==> src/design/pipe_macros.svh <==
`ifndef PIPE_MACROS_SVH
`define PIPE_MACROS_SVH

// **************************************************
// line and buffer geometry
// **************************************************

// bits per streamed line
`define PIPE_LINE_WIDTH 32

// fifo address bits, depth is 2**n entries
`define PIPE_FIFO_AWIDTH 4

// free entries still left when almostfull rises
`define PIPE_AFULL_MARGIN 4

`endif

==> src/design/pipe_types_pkg.sv <==
`include "pipe_macros.svh"

package pipe_types_pkg;

    // **************************************************
    // data widths
    // **************************************************

    // one streamed line
    typedef logic [`PIPE_LINE_WIDTH-1:0] line_t;

    // line count of one operation
    typedef logic [15:0] length_t;

    // extra msb tells full from empty
    typedef logic [`PIPE_FIFO_AWIDTH:0] fifo_ptr_t;

endpackage

==> src/design/pipe_ctrl_pkg.sv <==
package pipe_ctrl_pkg;

    import pipe_types_pkg::*;

    // rd_len first so it lines up with configreg[31:16]
    typedef struct packed {
        length_t rd_len;
        length_t wr_len;
    } op_config_t;

    typedef struct packed {
        logic  we;
        line_t wdata;
    } fifo_wr_t;

    typedef struct packed {
        logic  rvalid;
        line_t rdata;
    } fifo_rd_t;

    typedef struct packed {
        logic empty;
        logic full;
        logic almostfull;
    } fifo_status_t;

    // **************************************************
    // engine states
    // **************************************************
    typedef enum logic {WR_IDLE, WR_WRITE} write_state_t;
    typedef enum logic {RD_IDLE, RD_READ} read_state_t;

endpackage

==> src/design/write_fifo.sv <==
module write_fifo
(
    input  logic                     clk,
    input  logic                     reset,
    input  logic                     op_start,
    input  pipe_types_pkg::length_t  wr_len,
    input  logic                     in_valid,
    input  pipe_types_pkg::line_t    in_data,
    output pipe_ctrl_pkg::fifo_wr_t  fifo_wr,
    output logic                     wr_done
);

    import pipe_types_pkg::*;
    import pipe_ctrl_pkg::*;

    write_state_t wr_state;

    length_t wr_len_q;
    length_t wr_cnt;   // lines accepted so far
    logic    we_q;
    line_t   wdata_q;
    logic    last_line;

    assign last_line = (wr_cnt == wr_len_q - 16'd1);

    always_ff @(posedge clk)
    begin
        if (reset)
        begin
            wr_state <= WR_IDLE;
            wr_cnt   <= '0;
            we_q     <= 1'b0;
            wr_done  <= 1'b0;
        end
        else
        begin
            we_q    <= 1'b0;
            wr_done <= 1'b0;
            case (wr_state)
                WR_IDLE:
                begin
                    if (op_start)
                    begin
                        wr_len_q <= wr_len;
                        wr_cnt   <= '0;
                        if (wr_len != '0)
                        begin
                            wr_state <= WR_WRITE;
                        end
                    end
                end

                WR_WRITE:
                begin
                    if (in_valid)
                    begin
                        we_q   <= 1'b1;
                        wr_cnt <= wr_cnt + 16'd1;
                        if (last_line)
                        begin
                            wr_done  <= 1'b1;   // lands with the final we
                            wr_state <= WR_IDLE;
                        end
                    end
                end

                default: wr_state <= WR_IDLE;
            endcase
        end
    end

    // payload stage, follows the strobe
    always_ff @(posedge clk)
    begin
        if (in_valid)
        begin
            wdata_q <= in_data;
        end
    end

    assign fifo_wr = '{we: we_q, wdata: wdata_q};

endmodule

==> src/design/fifo_bram.sv <==
`include "pipe_macros.svh"

module fifo_bram
(
    input  logic                         clk,
    input  logic                         reset,
    input  pipe_ctrl_pkg::fifo_wr_t      fifo_wr,
    input  logic                         re,
    output pipe_ctrl_pkg::fifo_rd_t      fifo_rd,
    output pipe_ctrl_pkg::fifo_status_t  status
);

    import pipe_types_pkg::*;

    localparam int        DEPTH       = 1 << `PIPE_FIFO_AWIDTH;
    localparam fifo_ptr_t FULL_LEVEL  = fifo_ptr_t'(DEPTH);
    localparam fifo_ptr_t AFULL_LEVEL = fifo_ptr_t'(DEPTH - `PIPE_AFULL_MARGIN);

    line_t mem [DEPTH];

    fifo_ptr_t wr_ptr;
    fifo_ptr_t rd_ptr;
    fifo_ptr_t rd_ptr_next;
    fifo_ptr_t count;
    logic      wr_en;
    logic      rvalid_q;
    line_t     rdata_q;

    // **************************************************
    // write side
    // **************************************************
    assign wr_en = fifo_wr.we && !status.full;

    always_ff @(posedge clk)
    begin
        if (wr_en)
        begin
            mem[wr_ptr[`PIPE_FIFO_AWIDTH-1:0]] <= fifo_wr.wdata;
        end
    end

    // **************************************************
    // read side, one cycle latency
    // **************************************************
    always_ff @(posedge clk)
    begin
        if (re)
        begin
            rdata_q <= mem[rd_ptr[`PIPE_FIFO_AWIDTH-1:0]];
        end
    end

    always_ff @(posedge clk)
    begin
        if (reset)
        begin
            wr_ptr   <= '0;
            rd_ptr   <= '0;
            rvalid_q <= 1'b0;
        end
        else
        begin
            rvalid_q <= re;
            if (wr_en)
            begin
                wr_ptr <= wr_ptr + 1'b1;
            end
            if (re)
            begin
                rd_ptr <= rd_ptr + 1'b1;
            end
        end
    end

    assign fifo_rd = '{rvalid: rvalid_q, rdata: rdata_q};

    // status flags
    assign count       = wr_ptr - rd_ptr;
    assign rd_ptr_next = rd_ptr + fifo_ptr_t'(re);   // discount the read now in flight

    assign status.empty      = (count == '0) || (wr_ptr == rd_ptr_next);
    assign status.full       = (count == FULL_LEVEL);
    assign status.almostfull = (count >= AFULL_LEVEL);

endmodule

==> src/design/read_fifo.sv <==
module read_fifo
(
    input  logic                         clk,
    input  logic                         reset,
    input  logic                         op_start,
    input  pipe_types_pkg::length_t      rd_len,
    input  pipe_ctrl_pkg::fifo_status_t  status,
    input  pipe_ctrl_pkg::fifo_rd_t      fifo_rd,
    input  logic                         out_almostfull,
    output logic                         re,
    output pipe_ctrl_pkg::fifo_rd_t      out_line,
    output logic                         rd_done
);

    import pipe_types_pkg::*;
    import pipe_ctrl_pkg::*;

    read_state_t rd_state;

    length_t rd_len_q;
    length_t issue_cnt;   // reads sent to the fifo
    length_t recv_cnt;    // lines come back
    logic    can_issue;
    logic    last_recv;

    assign can_issue = (issue_cnt < rd_len_q) && !status.empty && !out_almostfull;
    assign last_recv = fifo_rd.rvalid && (recv_cnt == rd_len_q - 16'd1);

    always_ff @(posedge clk)
    begin
        if (reset)
        begin
            rd_state  <= RD_IDLE;
            issue_cnt <= '0;
            recv_cnt  <= '0;
            re        <= 1'b0;
        end
        else
        begin
            re <= 1'b0;
            case (rd_state)
                RD_IDLE:
                begin
                    if (op_start)
                    begin
                        rd_len_q  <= rd_len;
                        issue_cnt <= '0;
                        recv_cnt  <= '0;
                        if (rd_len != '0)   // zero length stays idle
                        begin
                            rd_state <= RD_READ;
                        end
                    end
                end

                RD_READ:
                begin
                    if (can_issue)
                    begin
                        re        <= 1'b1;
                        issue_cnt <= issue_cnt + 16'd1;
                    end
                    if (fifo_rd.rvalid)
                    begin
                        recv_cnt <= recv_cnt + 16'd1;
                        if (last_recv)
                        begin
                            rd_state <= RD_IDLE;
                        end
                    end
                end

                default: rd_state <= RD_IDLE;
            endcase
        end
    end

    // done rides on the last returning line
    assign rd_done  = (rd_state == RD_READ) && last_recv;
    assign out_line = fifo_rd;

endmodule

==> src/design/fifo_pipe_top.sv <==
module fifo_pipe_top
(
    input  logic                     clk,
    input  logic                     reset,
    input  logic                     op_start,
    input  logic [31:0]              configreg,
    input  logic                     in_valid,
    input  pipe_types_pkg::line_t    in_data,
    input  logic                     out_almostfull,
    output logic                     in_almostfull,
    output pipe_ctrl_pkg::fifo_rd_t  out_line,
    output logic                     wr_done,
    output logic                     rd_done
);

    import pipe_ctrl_pkg::*;

    op_config_t   cfg;
    fifo_wr_t     fifo_wr;
    fifo_rd_t     fifo_rd;
    fifo_status_t fifo_status;
    logic         fifo_re;

    assign cfg.rd_len = configreg[31:16];
    assign cfg.wr_len = configreg[15:0];

    assign in_almostfull = fifo_status.almostfull;

    write_fifo u_write_fifo (
        .clk      (clk),
        .reset    (reset),
        .op_start (op_start),
        .wr_len   (cfg.wr_len),
        .in_valid (in_valid),
        .in_data  (in_data),
        .fifo_wr  (fifo_wr),
        .wr_done  (wr_done)
    );

    fifo_bram u_fifo_bram (
        .clk     (clk),
        .reset   (reset),
        .fifo_wr (fifo_wr),
        .re      (fifo_re),
        .fifo_rd (fifo_rd),
        .status  (fifo_status)
    );

    read_fifo u_read_fifo (
        .clk            (clk),
        .reset          (reset),
        .op_start       (op_start),
        .rd_len         (cfg.rd_len),
        .status         (fifo_status),
        .fifo_rd        (fifo_rd),
        .out_almostfull (out_almostfull),
        .re             (fifo_re),
        .out_line       (out_line),
        .rd_done        (rd_done)
    );

endmodule

==> config.mk <==
export PLATFORM = sky130hd
export DESIGN_NAME = fifo_pipe_top
export DESIGN_NICKNAME = d
export VERILOG_FILES = /design/src/design/pipe_types_pkg.sv /design/src/design/pipe_ctrl_pkg.sv /design/src/design/write_fifo.sv /design/src/design/fifo_bram.sv /design/src/design/read_fifo.sv /design/src/design/fifo_pipe_top.sv
export VERILOG_INCLUDE_DIRS = /design/src /design/src/design
export SDC_FILE = /design/constraint.sdc
export NUM_CORES = 1
export LEC_CHECK = 0
export BUFFER_PORTS_ARGS = -buffer_cell sky130_fd_sc_hd__buf_2
export CAP_MARGIN = 0
export CORE_UTILIZATION = 38
export DETAILED_ROUTE_END_ITERATION = 16
export PLACE_DENSITY = 0.63
export REMOVE_ABC_BUFFERS = 1
export SLEW_MARGIN = 20
export SYNTH_ARGS = -nofsm -noshare
export SYNTH_HDL_FRONTEND = slang
export SYNTH_SLANG_ARGS = --single-unit
export TNS_END_PERCENT = 30
==> constraint.sdc <==
create_clock -name clk -period 6 [get_ports clk]
set_input_delay 0.6 -clock clk [delete_from_list [all_inputs] [get_ports clk]]
set_output_delay 0.6 -clock clk [all_outputs]
set_load 0.02 [all_outputs]
=== After elaboration in Yosys (flattened, before gate mapping) ===
Memories as Yosys holds them, arrays and structs flattened. A register that Yosys moved wholly into a read port is not among the register bits.
Cells that the tools add are included.

* Add/subtract/negate cells: 9
* Magnitude comparators: 2
* Equality and inequality tests: 9
* Muxes and demuxes: 22
* Bitwise logic cells: 4
* Reductions and logical operators: 20

{| class="wikitable"
|+ Operators by type and width
! cell !! number
|-
| $pmux W16 S2 || 3
|-
| $mux W16 || 4
|-
| $add A16 B1 Y16 const B || 3
|-
| $eq A16 B16 Y1 || 2
|-
| $reduce_bool A16 Y1 || 2
|-
| $sub A16 B1 Y16 const B || 2
|-
| $lt A16 B16 Y1 || 1
|-
| $mux W1 || 13
|-
| $add A5 B1 Y5 const B || 2
|-
| $ne A2 B2 Y1 const B || 5
|-
| $reduce_and A2 Y1 || 3
|-
| $reduce_and A3 Y1 || 2
|-
| $add A5 B1 Y5 || 1
|-
| $eq A5 B5 Y1 || 1
|-
| $eq A5 B5 Y1 const B || 1
|-
| $ge A5 B4 Y1 const B || 1
|-
| $logic_and A1 B1 Y1 || 5
|-
| $logic_not A5 Y1 || 1
|-
| $sub A5 B5 Y5 || 1
|-
| $not A1 Y1 || 4
|-
| $pmux W1 S2 || 2
|-
| $reduce_or A2 Y1 || 2
|-
| $logic_not A1 Y1 || 3
|-
| $reduce_or A3 Y1 || 1
|-
| $logic_or A1 B1 Y1 || 1
|}

* Register bits: 128
* RAM bits: 512
* Bits of input ports: 69
* Output and inout port bits: 36
* Word-level logic and storage cells: 81
* Memories kept: 1

{| class="wikitable"
|+ Memories
! name !! depth !! width !! rd ports !! clocked after memory_dff !! wr ports !! RTL line !! source
|-
| u_fifo_bram.mem || 16 || 32 || 1 || 1 || 1 || fifo_bram.sv:19 || <nowiki>line_t mem [DEPTH];</nowiki>
|}

=== Longest topological paths before layout ===
Gate-level depths: netlist of run 1.

* Word-level depth: 8
* Depth in mapped cells: 14
* Depth with buffers taken out: 9

=== Hierarchy ===
Synthesis of run 1 repeated with hierarchy kept, for this count alone.

* Cell total of the unflattened synthesis: 1665
* Area, all modules: 27636.5 um^2

{| class="wikitable"
|+ By module, submodules not included
! module !! times used !! cells an instance !! area an instance (um^2) !! sequential area each (um^2)
|-
| fifo_bram || 1 || 1037 || 21361.7 || 16555.9
|-
| read_fifo || 1 || 382 || 3316.9 || 1161.1
|-
| write_fifo || 1 || 246 || 2957.8 || 1821.7
|}

=== Least setup slack after synthesis of run 1 ===
Ideal clock, no wire load.

* Kind: flip-flop to flip-flop
* From: register u_fifo_bram.rd_ptr[1]
* To: memory u_fifo_bram.mem[0][0] (netlist name) (enable)
* Arrival time: 5.030 ns
* Required time: 5.539 ns
* Setup slack: 0.509 ns
* Stages on the path, launching flop included: 13
* Period minus slack after synthesis: 5.491 ns
* Cell sequence: dfxtp_1 -> clkbuf_1 -> clkbuf_1 -> clkbuf_1 -> inv_1 -> ha_1 -> nor2b_1 -> o21a_1 -> o31a_1 -> xor2_1 -> a21oi_1 -> nand2_1 -> nor3_1

* Cells in the longest elaborated chain, start to end: 6

{| class="wikitable"
|+ Ends and longest elaborated chain
! element !! RTL line !! source
|-
| from (decl) || fifo_bram.sv:22 || <nowiki>fifo_ptr_t rd_ptr;</nowiki>
|-
| from (signal assigned) || fifo_bram.sv:70 || <nowiki>rd_ptr <= rd_ptr + 1'b1;</nowiki>
|-
| $sub A5 B5 Y5 || fifo_bram.sv:78 || <nowiki>assign count = wr_ptr - rd_ptr;</nowiki>
|-
| $eq A5 B5 Y1 || fifo_bram.sv:82 || <nowiki>assign status.full = (count == FULL_LEVEL);</nowiki>
|-
| $logic_not A1 Y1 || fifo_bram.sv:32 || <nowiki>assign wr_en = fifo_wr.we && !status.full;</nowiki>
|-
| $logic_and A1 B1 Y1 || fifo_bram.sv:32 ||
|-
| $mux W1 || fifo_bram.sv:36 || <nowiki>if (wr_en)</nowiki>
|-
| $mux W1 || fifo_bram.sv:38 || <nowiki>mem[wr_ptr[`PIPE_FIFO_AWIDTH-1:0]] <= fifo_wr.wdata;</nowiki>
|-
| to (decl) || fifo_bram.sv:19 ||
|}

No other way between the ends.

=== Worst setup path in the final report of run 1 ===
* From: register u_fifo_bram.rd_ptr[0]
* To: memory u_fifo_bram.mem[13][25] (netlist name) (enable)

The elaborated chain is that of the path after synthesis.

==> results of run 1 <==
==> cells by family (layout without fill, tap and decap cells) <==
logic type	after synthesis	count (layout)
xor+xnor	74	74
compound gates	104	104
fa+ha+maj	31	31
flops	672	672
mux	166	166
buf+inv	86	292
simple gates	298	298
==> synthesized netlist by cell type, drive strengths merged, types with 4 or more instances <==
library cell / n
buf: 17
nor4: 21
or2: 11
nand2b: 14
edfxtp: 608
clkbuf: 41
a221o: 4
inv: 28
a211oi: 8
and3: 11
nand3: 38
nor2b: 5
or3: 10
o21a: 5
a211o: 5
nand4: 17
nand2: 48
a31oi: 6
xor2: 28
or4: 5
ha: 31
o31ai: 6
nor2: 79
dfxtp: 64
xnor2: 46
o21ai: 16
mux4: 160
nor3: 25
a21oi: 37
==> cell type report <==
| cell class | instances | area, um^2 |
|---|---|---|
| clock inverter | 38 | 330 |
| clock buffer | 88 | 1840 |
| tap | 940 | 1180 |
| multi-input combinational | 673 | 7060 |
| inverter | 28 | 105 |
| fill | 6022 | 38900 |
| timing repair buffer | 138 | 923 |
| sequential | 672 | 19500 |
==> power by group <==
group	internal (mW)	total, mW	switching, mW
sequential	5.17	5.26	0.0906
combinational	0.0519	0.127	0.0747
clock	2.30	4.10	1.80
==> worst max-delay path, delay by kind of cell (launching register included) <==
kind,cells,cell delay [ns]
AOI/OAI and AO/OA,4,1.15
buffers and inverters,1,0.44
DFF,1,0.89
and+or+nand+nor,3,0.91
adders and majority gates,1,0.27
==> flip-flops by register name, summed over array words and instances, names as in the netlist, 5 cells and up <==
register	flops
u_read_fifo.issue_cnt	16
u_write_fifo.wr_len_q	16
u_fifo_bram.wr_ptr	5
u_fifo_bram.rdata_q	32
u_write_fifo.wdata_q	32
u_write_fifo.wr_cnt	16
u_read_fifo.rd_len_q	16
u_fifo_bram.rd_ptr	5
u_fifo_bram.mem	512
u_read_fifo.recv_cnt	16
==> final timing paths <==
kind / start / endpoint / cells after the start / slack, ns
hold / removal: in_data[20] / u_write_fifo.wdata_q[20] / 1 / 0.16
hold reg to reg: u_read_fifo.issue_cnt[11] / u_read_fifo.issue_cnt[11] / 2 / 0.53
setup reg to reg: u_fifo_bram.rd_ptr[0] / u_fifo_bram.mem[13][25] / 9 / 1.97
setup / recovery: u_fifo_bram.rd_ptr[0] / u_fifo_bram.mem[13][25] / 9 / 1.97
==> layer usage <==
layer | up-vias | GRT usage (%) | wire [um]
met5 | - | 0 | 0
met4 | 0 | 3.74 | 938
met3 | 70 | 2.97 | 2630
met2 | 365 | 26.6 | 27600
met1 | 7101 | 21.4 | 24600
li1 | 6089 | - | -
==> stage by stage <==
step / worst slack, ns / hold WS, ns / cell area [um^2] / utilization [%]
floorplan: -3.74 / 0.463 / 26600 / -
global placement: 1.85 / 0.501 / 28600 / 40.9
detailed placement: 1.90 / 0.517 / 28800 / 41.2
CTS: 1.88 / 0.119 / 31000 / 44.3
global route: 1.59 / 0.124 / 31000 / 44.3
finish: 1.97 / 0.162 / 31000 / 44.3
==> reports/results.ini, run 1 <==
[outcome]
status = finished clean

[pwr]
power_leakage_nw = 9.72
power_density_nw_per_um2 = 306
total_power_mw = 9.49
peakVddDrop_mv = 0.243

[synthesis]
synth-seq-area-share_pct = 72.9
netlist.area_leader.share_pct = 68.1
netlist_area_um2 = 26800
synthAdderAreaFrac_pct = 1.45
synth_edf_count = 608
synth.ff_latch_count = 672
ys_async_sr_fraction_pct = 0
synth_top_family_by_area = multiplexers
synth_area_leaders = edfxtp_1 (68%), mux4_2 (13%), dfxtp_1 (4.8%)
synth.distinct_cells = 62
avgSynthCellArea_um2 = 18.7
synth_compound_area_share_pct = 2.59
ys.flop_type = edfxtp_1
synthSimpleGateAreaFrac_pct = 5.74
yosys_warnings = 0
synth.area.mux_share_pct = 13.7
synth_top_area_cell = edfxtp_1
syn_inst = 1431
synth_xor_area_share_pct = 2.42

[grt]
grt_pass1_vias = 14200
grt_pass1_wl_um = 85300
grt_max_degree = 69
grt_antenna_before_repair = 0
grt_usage_pct = 15.9
overflow = 0

[min_path]
hold_path.class = in -> reg

[floorplan]
core_area_um2 = 69900
initial_core_util_pct = 38.3
num_rows = 97
die_w_um = 268
die_area_um2 = 71600
pin_count = 105
fp.dieH_um = 268

[finish]
fin_nets = 1684
insertedDiodeCount = 0
syn_to_final_growth_pct = 15.6
final_cells = 2577
final_cell_mix = edfxtp_1 (608), mux4_2 (160), buf_2 (104), clkbuf_16 (71), nor2_1 (66)
drive_gt1_share_pct = 26.6
final_common_cell = edfxtp_1

[timing]
rsz0062_at_grt = false
finalSetupTns_ns = 0
slew_viol_final = 0
finClkSkew_ns = 0.0158
hold_violations = 0
slew_headroom_pct = 29.4
setup_viol_count_final = 0
fmax_ghz = 0.248
min_period_over_period_pct = 67.2
worst_slew_pin_slew_ns = 1.06
min_period_ns = 4.03

[drt]
route.detailed.drc = 0
finalWirelength_um = 55800
num_vias = 13600
wl_per_cell_um = 21.6
antenna_left = 0
first_pass_iters = 5
viasPerCell = 5.29
drtIter0Drc = 951

[clock_network]
ctsHoldBuffers = 0
clkTransAtPathRegs_ns = 0.06
ctsHtreeMaxLevel = 3
clkSinkCount = 672
post_cts_buffers = 0
root_buffer = clkbuf_16
max-clock-path-buffers = 3
cts_tree = yes
cts_made_buffers = 71
worstSkewPairLatency_ns = 0.61
cts-resized-gates = 0

[placed_design]
place_hpwl_um = 34100
dp_cells = 2451
io_buffers = 104
globalplace.congestion = 0.791

[setup_path]
critPathKind = reg -> reg
crit_top_cell = a21oi_1
arrival_ns = 4.30
cp.required_ns = 6.26
path_max_fanout = 41
crit_chain = ha_1, nor2b_1, o21a_1, o21ai_1, a21oi_1, a21oi_1, nand2_1, nor2_4, buf_4
cpMaxStageDelayCell = dfxtp_4
start_kind = register
end_kind = register
max_stage_delay_ns = 0.89

[run]
cap_violations = 0

(Power assumes the default switching activity.)
==> run 2: changes to the inputs <==
--- a/config.mk
+++ b/config.mk
@@ -6,11 +6,12 @@
 export SDC_FILE = /design/constraint.sdc
 export NUM_CORES = 1
 export LEC_CHECK = 0
+export ABC_AREA = 1
 export BUFFER_PORTS_ARGS = -buffer_cell sky130_fd_sc_hd__buf_2
 export CAP_MARGIN = 0
 export CORE_UTILIZATION = 38
 export DETAILED_ROUTE_END_ITERATION = 16
-export PLACE_DENSITY = 0.63
+export PLACE_DENSITY = 0.65
 export REMOVE_ABC_BUFFERS = 1
 export SLEW_MARGIN = 20
 export SYNTH_ARGS = -nofsm -noshare
==> constraint.sdc (replaced) <==
create_clock -name clk -period 3.4 [get_ports clk]
set_input_delay 0.34 -clock clk [delete_from_list [all_inputs] [get_ports clk]]
set_output_delay 0.34 -clock clk [all_outputs]
set_load 0.02 [all_outputs]
==> reports/results.ini, run 2 <==
[outcome]
status = finished clean

[timing]
finClkSkew_ns = 0.0201  ; +0.00433 ns
slew_headroom_pct = 24.1  ; -5.3 points
setup_viol_count_final = 0  ; unchanged
hold_violations = 0  ; unchanged
min_period_ns = 2.96
slew_viol_final = 0  ; unchanged
finalSetupTns_ns = 0  ; unchanged
rsz0062_at_grt = false
min_period_over_period_pct = 87.1
fmax_ghz = 0.338
worst_slew_pin_slew_ns = 1.14  ; +0.0768 ns

[pwr]
power_density_nw_per_um2 = 524  ; +71%
power_leakage_nw = 11.0  ; +13%
peakVddDrop_mv = 0.368  ; +51%

[placed_design]
globalplace.congestion = 0.865  ; +9.3%
dpl_cell_area_um2 = 29500  ; +2.4%
io_buffers = 104  ; unchanged
place_hpwl_um = 39800  ; +16%

[grt]
grt_usage_pct = 18.0  ; +2.1 points
busiest_layer = met2
overflow = 0  ; unchanged
grt_max_degree = 187  ; +170%
grt_antenna_before_repair = 1  ; +1
grt_pass1_vias = 18100  ; +27%
use_met2_pct = 30.4  ; +3.7 points
use_met3_pct = 2.92  ; -0.051 points
grt_pass1_wl_um = 104000  ; +22%
met1_usage_pct = 23.9  ; +2.5 points

[drt]
antenna_left = 0  ; unchanged
finalWirelength_um = 67300  ; +21%
num_vias = 18500  ; +36%
wl_per_cell_um = 19.4  ; -10%
viasPerCell = 5.34  ; +0.99%
first_pass_iters = 5  ; unchanged
route.detailed.drc = 0  ; unchanged
drtIter0Drc = 1572  ; +65%

[setup_path]
cp_num_buf_inv = 5  ; +4
max_stage_delay_ns = 0.46  ; -0.43 ns
cp.required_ns = 3.06  ; -3.20 ns
cp_top_family = buffers and inverters
cpMaxStageDelayCell = o21ai_0
start_kind = register
arrival_ns = 2.62  ; -1.68 ns
crit_chain = inv_1, ha_1, inv_1, nand2_1, nand2_1, a21oi_2, inv_1, nand2_1, nand2_1, inv_1, o21ai_0, buf_2
path_max_fanout = 5  ; -88%
critPathKind = reg -> out
end_kind = primary output

[run]
cap_violations = 0  ; unchanged

[synthesis]
synth_top_area_cell = edfxtp_1
netlist_top_cells_count = edfxtp_1 (608), nor2_1 (376), o21ai_0 (279)
yosys_warnings = 0  ; unchanged
synth.ff_latch_count = 672  ; unchanged
synth_edf_count = 608  ; unchanged
netlist.area_leader.share_pct = 66.0  ; -2.1 points
syn_inst = 2295  ; +60%
ys.flop_type = edfxtp_1
yosysMostFrequentCell = edfxtp_1
ys_async_sr_fraction_pct = 0  ; unchanged
synth-seq-area-share_pct = 70.7  ; -2.2 points
synth_area_leaders = edfxtp_1 (66%), nor2_1 (5.1%), o21ai_0 (5.0%)
netlist_area_um2 = 27700  ; +3.2%
avgSynthCellArea_um2 = 12.0  ; -36%
synth.distinct_cells = 47  ; -24%

[finish]
final_cell_mix = edfxtp_1 (608), nor2_1 (358), o21ai_0 (279), nand2_1 (244), nand3_1 (112)
largest_reg_flops = 512  ; unchanged
fin_nets = 2564  ; +52%
final_area_um2 = 32300  ; +4.2%
final_common_cell = edfxtp_1
insertedDiodeCount = 0  ; unchanged
drive_gt1_share_pct = 12.3  ; -14 points
syn_to_final_growth_pct = 16.7

[clock_network]
max-clock-path-buffers = 3  ; unchanged
post_cts_buffers = 0  ; unchanged
ctsHoldBuffers = 64  ; +64
cts-resized-gates = 0  ; unchanged
ctsHtreeMaxLevel = 3  ; unchanged
clkSinkCount = 672  ; unchanged
cts_tree = yes
cts_made_buffers = 70  ; -1.4%
root_buffer = clkbuf_16
clkTransAtPathRegs_ns = 0.06  ; about the same
worstSkewPairLatency_ns = 0.62  ; about the same

[floorplan]
die_area_um2 = 73900  ; +3.1%
initial_core_util_pct = 38.6  ; +0.21 points
die_w_um = 272  ; +1.6%
core_area_um2 = 71700  ; +2.6%
num_rows = 98  ; +1.0%
pin_count = 105  ; unchanged
fp.dieH_um = 272  ; +1.6%

[min_path]
hold_path.class = in -> reg

[run 2: cell count changes after synthesis, moves of 74 or more]
cell and change:
o22ai_1 +77, o21ai_0 +268, nand2_1 +196, mux4_2 -160
nor2_1 +297, nand3_1 +74, inv_1 +76
[run 2: area by class of cell]
cell class                      instances  area [um^2]
Timing Repair Buffer                  211         1620
Clock buffer                           83         1800
Inverter                              107          408
Multi-Input combinational cell       1402         7380
Sequential cell                       672        19500
Tap cell                              950         1190
Fill cell                            6429        39500
Clock inverter                         39          337
[run 2: per-stage QoR]
step / worst slack, ns / total power, mW / utilization [%] / hold slack (ns) / std cells
after global placement: 0.543 / 9.78 / 41.1 / 0.476 / 3278
final: 0.439 / 16.9 / 45.0 / 0.139 / 3464
after detailed placement: 0.497 / 9.79 / 41.1 / 0.475 / 3278
after global routing: 0.166 / 17.4 / 45.0 / 0.124 / 3464
after CTS: 0.399 / 17.1 / 45.0 / 0.108 / 3464
after floorplan: -6.89 / 9.56 / - / 0.402 / 2181
[run 2: cells by family (layout without fill, tap and decap cells)]
family | count (synthesis) | after routing | share of synthesized area [%]
fa+ha+maj | 31 | 31 | 1.40
xor+xnor | 55 | 55 | 1.74
buf+inv | 221 | 440 | 3.14
simple gates | 826 | 826 | 12.7
flops | 672 | 672 | 70.7
compound gates | 490 | 490 | 10.3
[run 2: worst paths after layout]
| check | start | endpoint | slack (ns) | depth (start not counted) |
|---|---|---|---|---|
| setup / recovery | u_fifo_bram.wr_ptr[0] | in_almostfull | 0.44 | 12 |
| hold / removal | in_valid | u_write_fifo.we_q | 0.14 | 3 |
| setup reg to reg | u_fifo_bram.wr_ptr[0] | u_fifo_bram.mem[10][21] | 0.45 | 16 |
| hold reg to reg | u_write_fifo.wr_state | u_write_fifo.wr_state | 0.48 | 2 |
[run 2: layer usage]
layer,up-vias,wire length (um)
met3,105,3910
met2,635,32700
li1,8673,-
met1,9081,29000
met5,-,8
met4,2,1620
[run 2: power breakdown]
part	leakage [nW]	internal, mW	switching [mW]
Clock	1.04	3.99	3.25
Combinational	3.95	0.151	0.223
Sequential	6.02	9.12	0.171
[run 2: tightest hold or removal path: cells and delay by family]
family,cells,cell delay (ns)
AND/OR/NAND/NOR,2,0.20
buffers and inverters,1,0.14
==> run 3: changes to the inputs <==
--- a/config.mk
+++ b/config.mk
@@ -9,9 +9,10 @@
 export ABC_AREA = 1
 export BUFFER_PORTS_ARGS = -buffer_cell sky130_fd_sc_hd__buf_2
 export CAP_MARGIN = 0
+export CORE_MARGIN = 2
 export CORE_UTILIZATION = 38
 export DETAILED_ROUTE_END_ITERATION = 16
-export PLACE_DENSITY = 0.65
+export PLACE_DENSITY = 0.62
 export REMOVE_ABC_BUFFERS = 1
 export SLEW_MARGIN = 20
 export SYNTH_ARGS = -nofsm -noshare
==> reports/results.ini, run 3 (synthesized netlist as in run 2, its figures left out) <==
[outcome]
status = finished clean

[finish]
largest_reg_flops = 512  ; unchanged
final_cells = 3461  ; -0.087%
insertedDiodeCount = 0  ; unchanged
final_cell_mix = edfxtp_1 (608), nor2_1 (358), o21ai_0 (279), nand2_1 (244), nand3_1 (112)
syn_to_final_growth_pct = 17.1
fin_nets = 2558  ; -0.23%
final_area_um2 = 32400  ; +0.30%
n_fill_cell = 6439  ; +0.16%
drive_gt1_share_pct = 12.1  ; -0.14 points
final_common_cell = edfxtp_1

[clock_network]
cts_tree = yes
max-clock-path-buffers = 3  ; unchanged
clkSinkCount = 672  ; unchanged
clkTransAtPathRegs_ns = 0.06  ; about the same
worstSkewPairLatency_ns = 0.62  ; about the same
ctsHtreeMaxLevel = 3  ; unchanged
cts_made_buffers = 70  ; unchanged
root_buffer = clkbuf_16

[run]
cap_violations = 0  ; unchanged

[setup_path]
cp_top_family = compound AO/OA/AOI/OAI gates
reg2regPathDepth = 13  ; -3
cp.required_ns = 3.06  ; about the same
crit_top_cell = nand2_1
start_kind = register
end_kind = primary output
arrival_ns = 2.67  ; +0.05 ns
cpMaxStageDelayCell = o21ai_0
critPathKind = reg -> out
cp_num_buf_inv = 2  ; -3
crit_cells = 9  ; -3
max_stage_delay_ns = 0.52  ; +0.06 ns
path_max_fanout = 6  ; +1
crit_chain = ha_1, nand2_1, nand2_1, a21oi_2, nand2_1, nand2_1, inv_1, o21ai_0, buf_2

[grt]
grt_antenna_before_repair = 0  ; -1
grt_pass1_vias = 18400  ; +1.9%
grt_pass1_wl_um = 107000  ; +2.7%
overflow = 0  ; unchanged
grt_max_degree = 199  ; +6.4%
grt_usage_pct = 18.6  ; +0.59 points

[drt]
drtIter0Drc = 1604  ; +2.0%
num_vias = 18500  ; +0.092%
wl_met2_um = 35500  ; +8.5%
first_pass_iters = 5  ; unchanged
route.detailed.drc = 0  ; unchanged
wl_met1_um = 28600  ; -1.6%
viasPerCell = 5.35  ; +0.18%
route.met3.wl_um = 3810  ; -2.5%
wl_per_cell_um = 20.2  ; +4.2%
finalWirelength_um = 70100  ; +4.1%
antenna_left = 0  ; unchanged
routed.top_layer = met4

[timing]
fmax_ghz = 0.332  ; -1.7%
worst_slew_pin_slew_ns = 1.19  ; +0.0548 ns
rsz0062_at_grt = false
slew_headroom_pct = 20.6  ; -3.5 points
setup_viol_count_final = 0  ; unchanged
hold_violations = 0  ; unchanged
min_period_ns = 3.01  ; +0.0502 ns
finClkSkew_ns = 0.0305  ; +0.0103 ns
min_period_over_period_pct = 88.6  ; +1.5 points
slew_viol_final = 0  ; unchanged
finalSetupTns_ns = 0  ; unchanged

[pwr]
peakVddDrop_mv = 0.403  ; +9.7%
power_density_nw_per_um2 = 532  ; +1.6%
power_leakage_nw = 11.0  ; about the same

[floorplan]
die_w_um = 274  ; +0.74%
core_area_um2 = 71700  ; unchanged
initial_core_util_pct = 38.6  ; unchanged
fp.dieH_um = 274  ; +0.74%
num_rows = 98  ; unchanged
die_area_um2 = 74900  ; +1.5%
pin_count = 105  ; unchanged

[placed_design]
place_hpwl_um = 43000  ; +8.0%
dp_cells = 3272  ; -0.18%
dpl_cell_area_um2 = 29500  ; about the same
io_buffers = 104  ; unchanged
globalplace.congestion = 0.883  ; +2.1%

[min_path]
hold_path.class = in -> reg
hold_depth = 3  ; unchanged

## run 3: cell types whose count changed in the layout (fill, tap and decap cells not counted), sizes merged
cell	delta
bufinv	+5
clkinvlp	+3
inv	-2
clkinv	-6
clkbuf	+3
buf	-6
## run 3: routing by layer
| metal | vias to the layer above | GRT usage, % |
|---|---|---|
| li1 | 8674 | - |
| met1 | 9071 | 23.2 |
| met2 | 650 | 32.7 |
| met3 | 118 | 2.95 |
| met4 | 0 | 6.69 |
| met5 | - | 0 |
## run 3: through the flow
step | setup WS, ns | utilization, % | total power [mW] | hold slack [ns]
floorplan | -6.89 | - | 9.56 | 0.402
detailed placement | 0.475 | 41.1 | 9.83 | 0.483
CTS | 0.327 | 45.1 | 17.4 | 0.0842
finish | 0.389 | 45.1 | 17.2 | 0.120
global route | 0.174 | 45.1 | 17.8 | 0.130
global placement | 0.527 | 41.1 | 9.82 | 0.480
## run 3: worst paths after layout
path	startpoint	endpoint	slack, ns
worst max-delay path	u_fifo_bram.wr_ptr[1]	in_almostfull	0.39
worst min-delay path	in_valid	u_write_fifo.we_q	0.12
worst max register to register	u_fifo_bram.wr_ptr[1]	u_fifo_bram.mem[2][12]	0.44
worst min register to register	u_read_fifo.recv_cnt[7]	u_read_fifo.recv_cnt[7]	0.50
## run 3: what timing repair did
item | CTS | global route
buffers inserted | 0 | 0
gates resized for setup | 0 | 0
hold buffers | 64 | 0
hold endpoints to repair | 64 | 0
## run 3: area by class of cell
| cell class | instances | area, um^2 | share of cell area [%] |
|---|---|---|---|
| repair buffers | 205 | 1610 | 4.98 |
| clock buffers | 86 | 1830 | 5.66 |
| clock inverters | 39 | 409 | 1.26 |
| flip-flops and latches | 672 | 19500 | 60.4 |
| well taps | 950 | 1190 | 3.67 |
| inverters | 107 | 408 | 1.26 |
| multi-input cells | 1402 | 7380 | 22.8 |
## run 3: worst register-to-register path, stage by stage (launching register included)
cell	delay, ns
dfxtp_1	0.44
ha_1	0.29
nand2_1	0.07
nand2_1	0.10
a21oi_2	0.16
nand2_1	0.08
nand2_1	0.09
nor2_1	0.05
nand2_1	0.07
nand2_2	0.13
inv_1	0.18
nand2_1	0.30
nor2_4	0.16
buf_4	0.47
## run 3: power by group
part | internal, mW | switching [mW]
sequential | 9.13 | 0.193
clock | 4.39 | 3.15
combinational | 0.151 | 0.233
total | 13.7 | 3.57
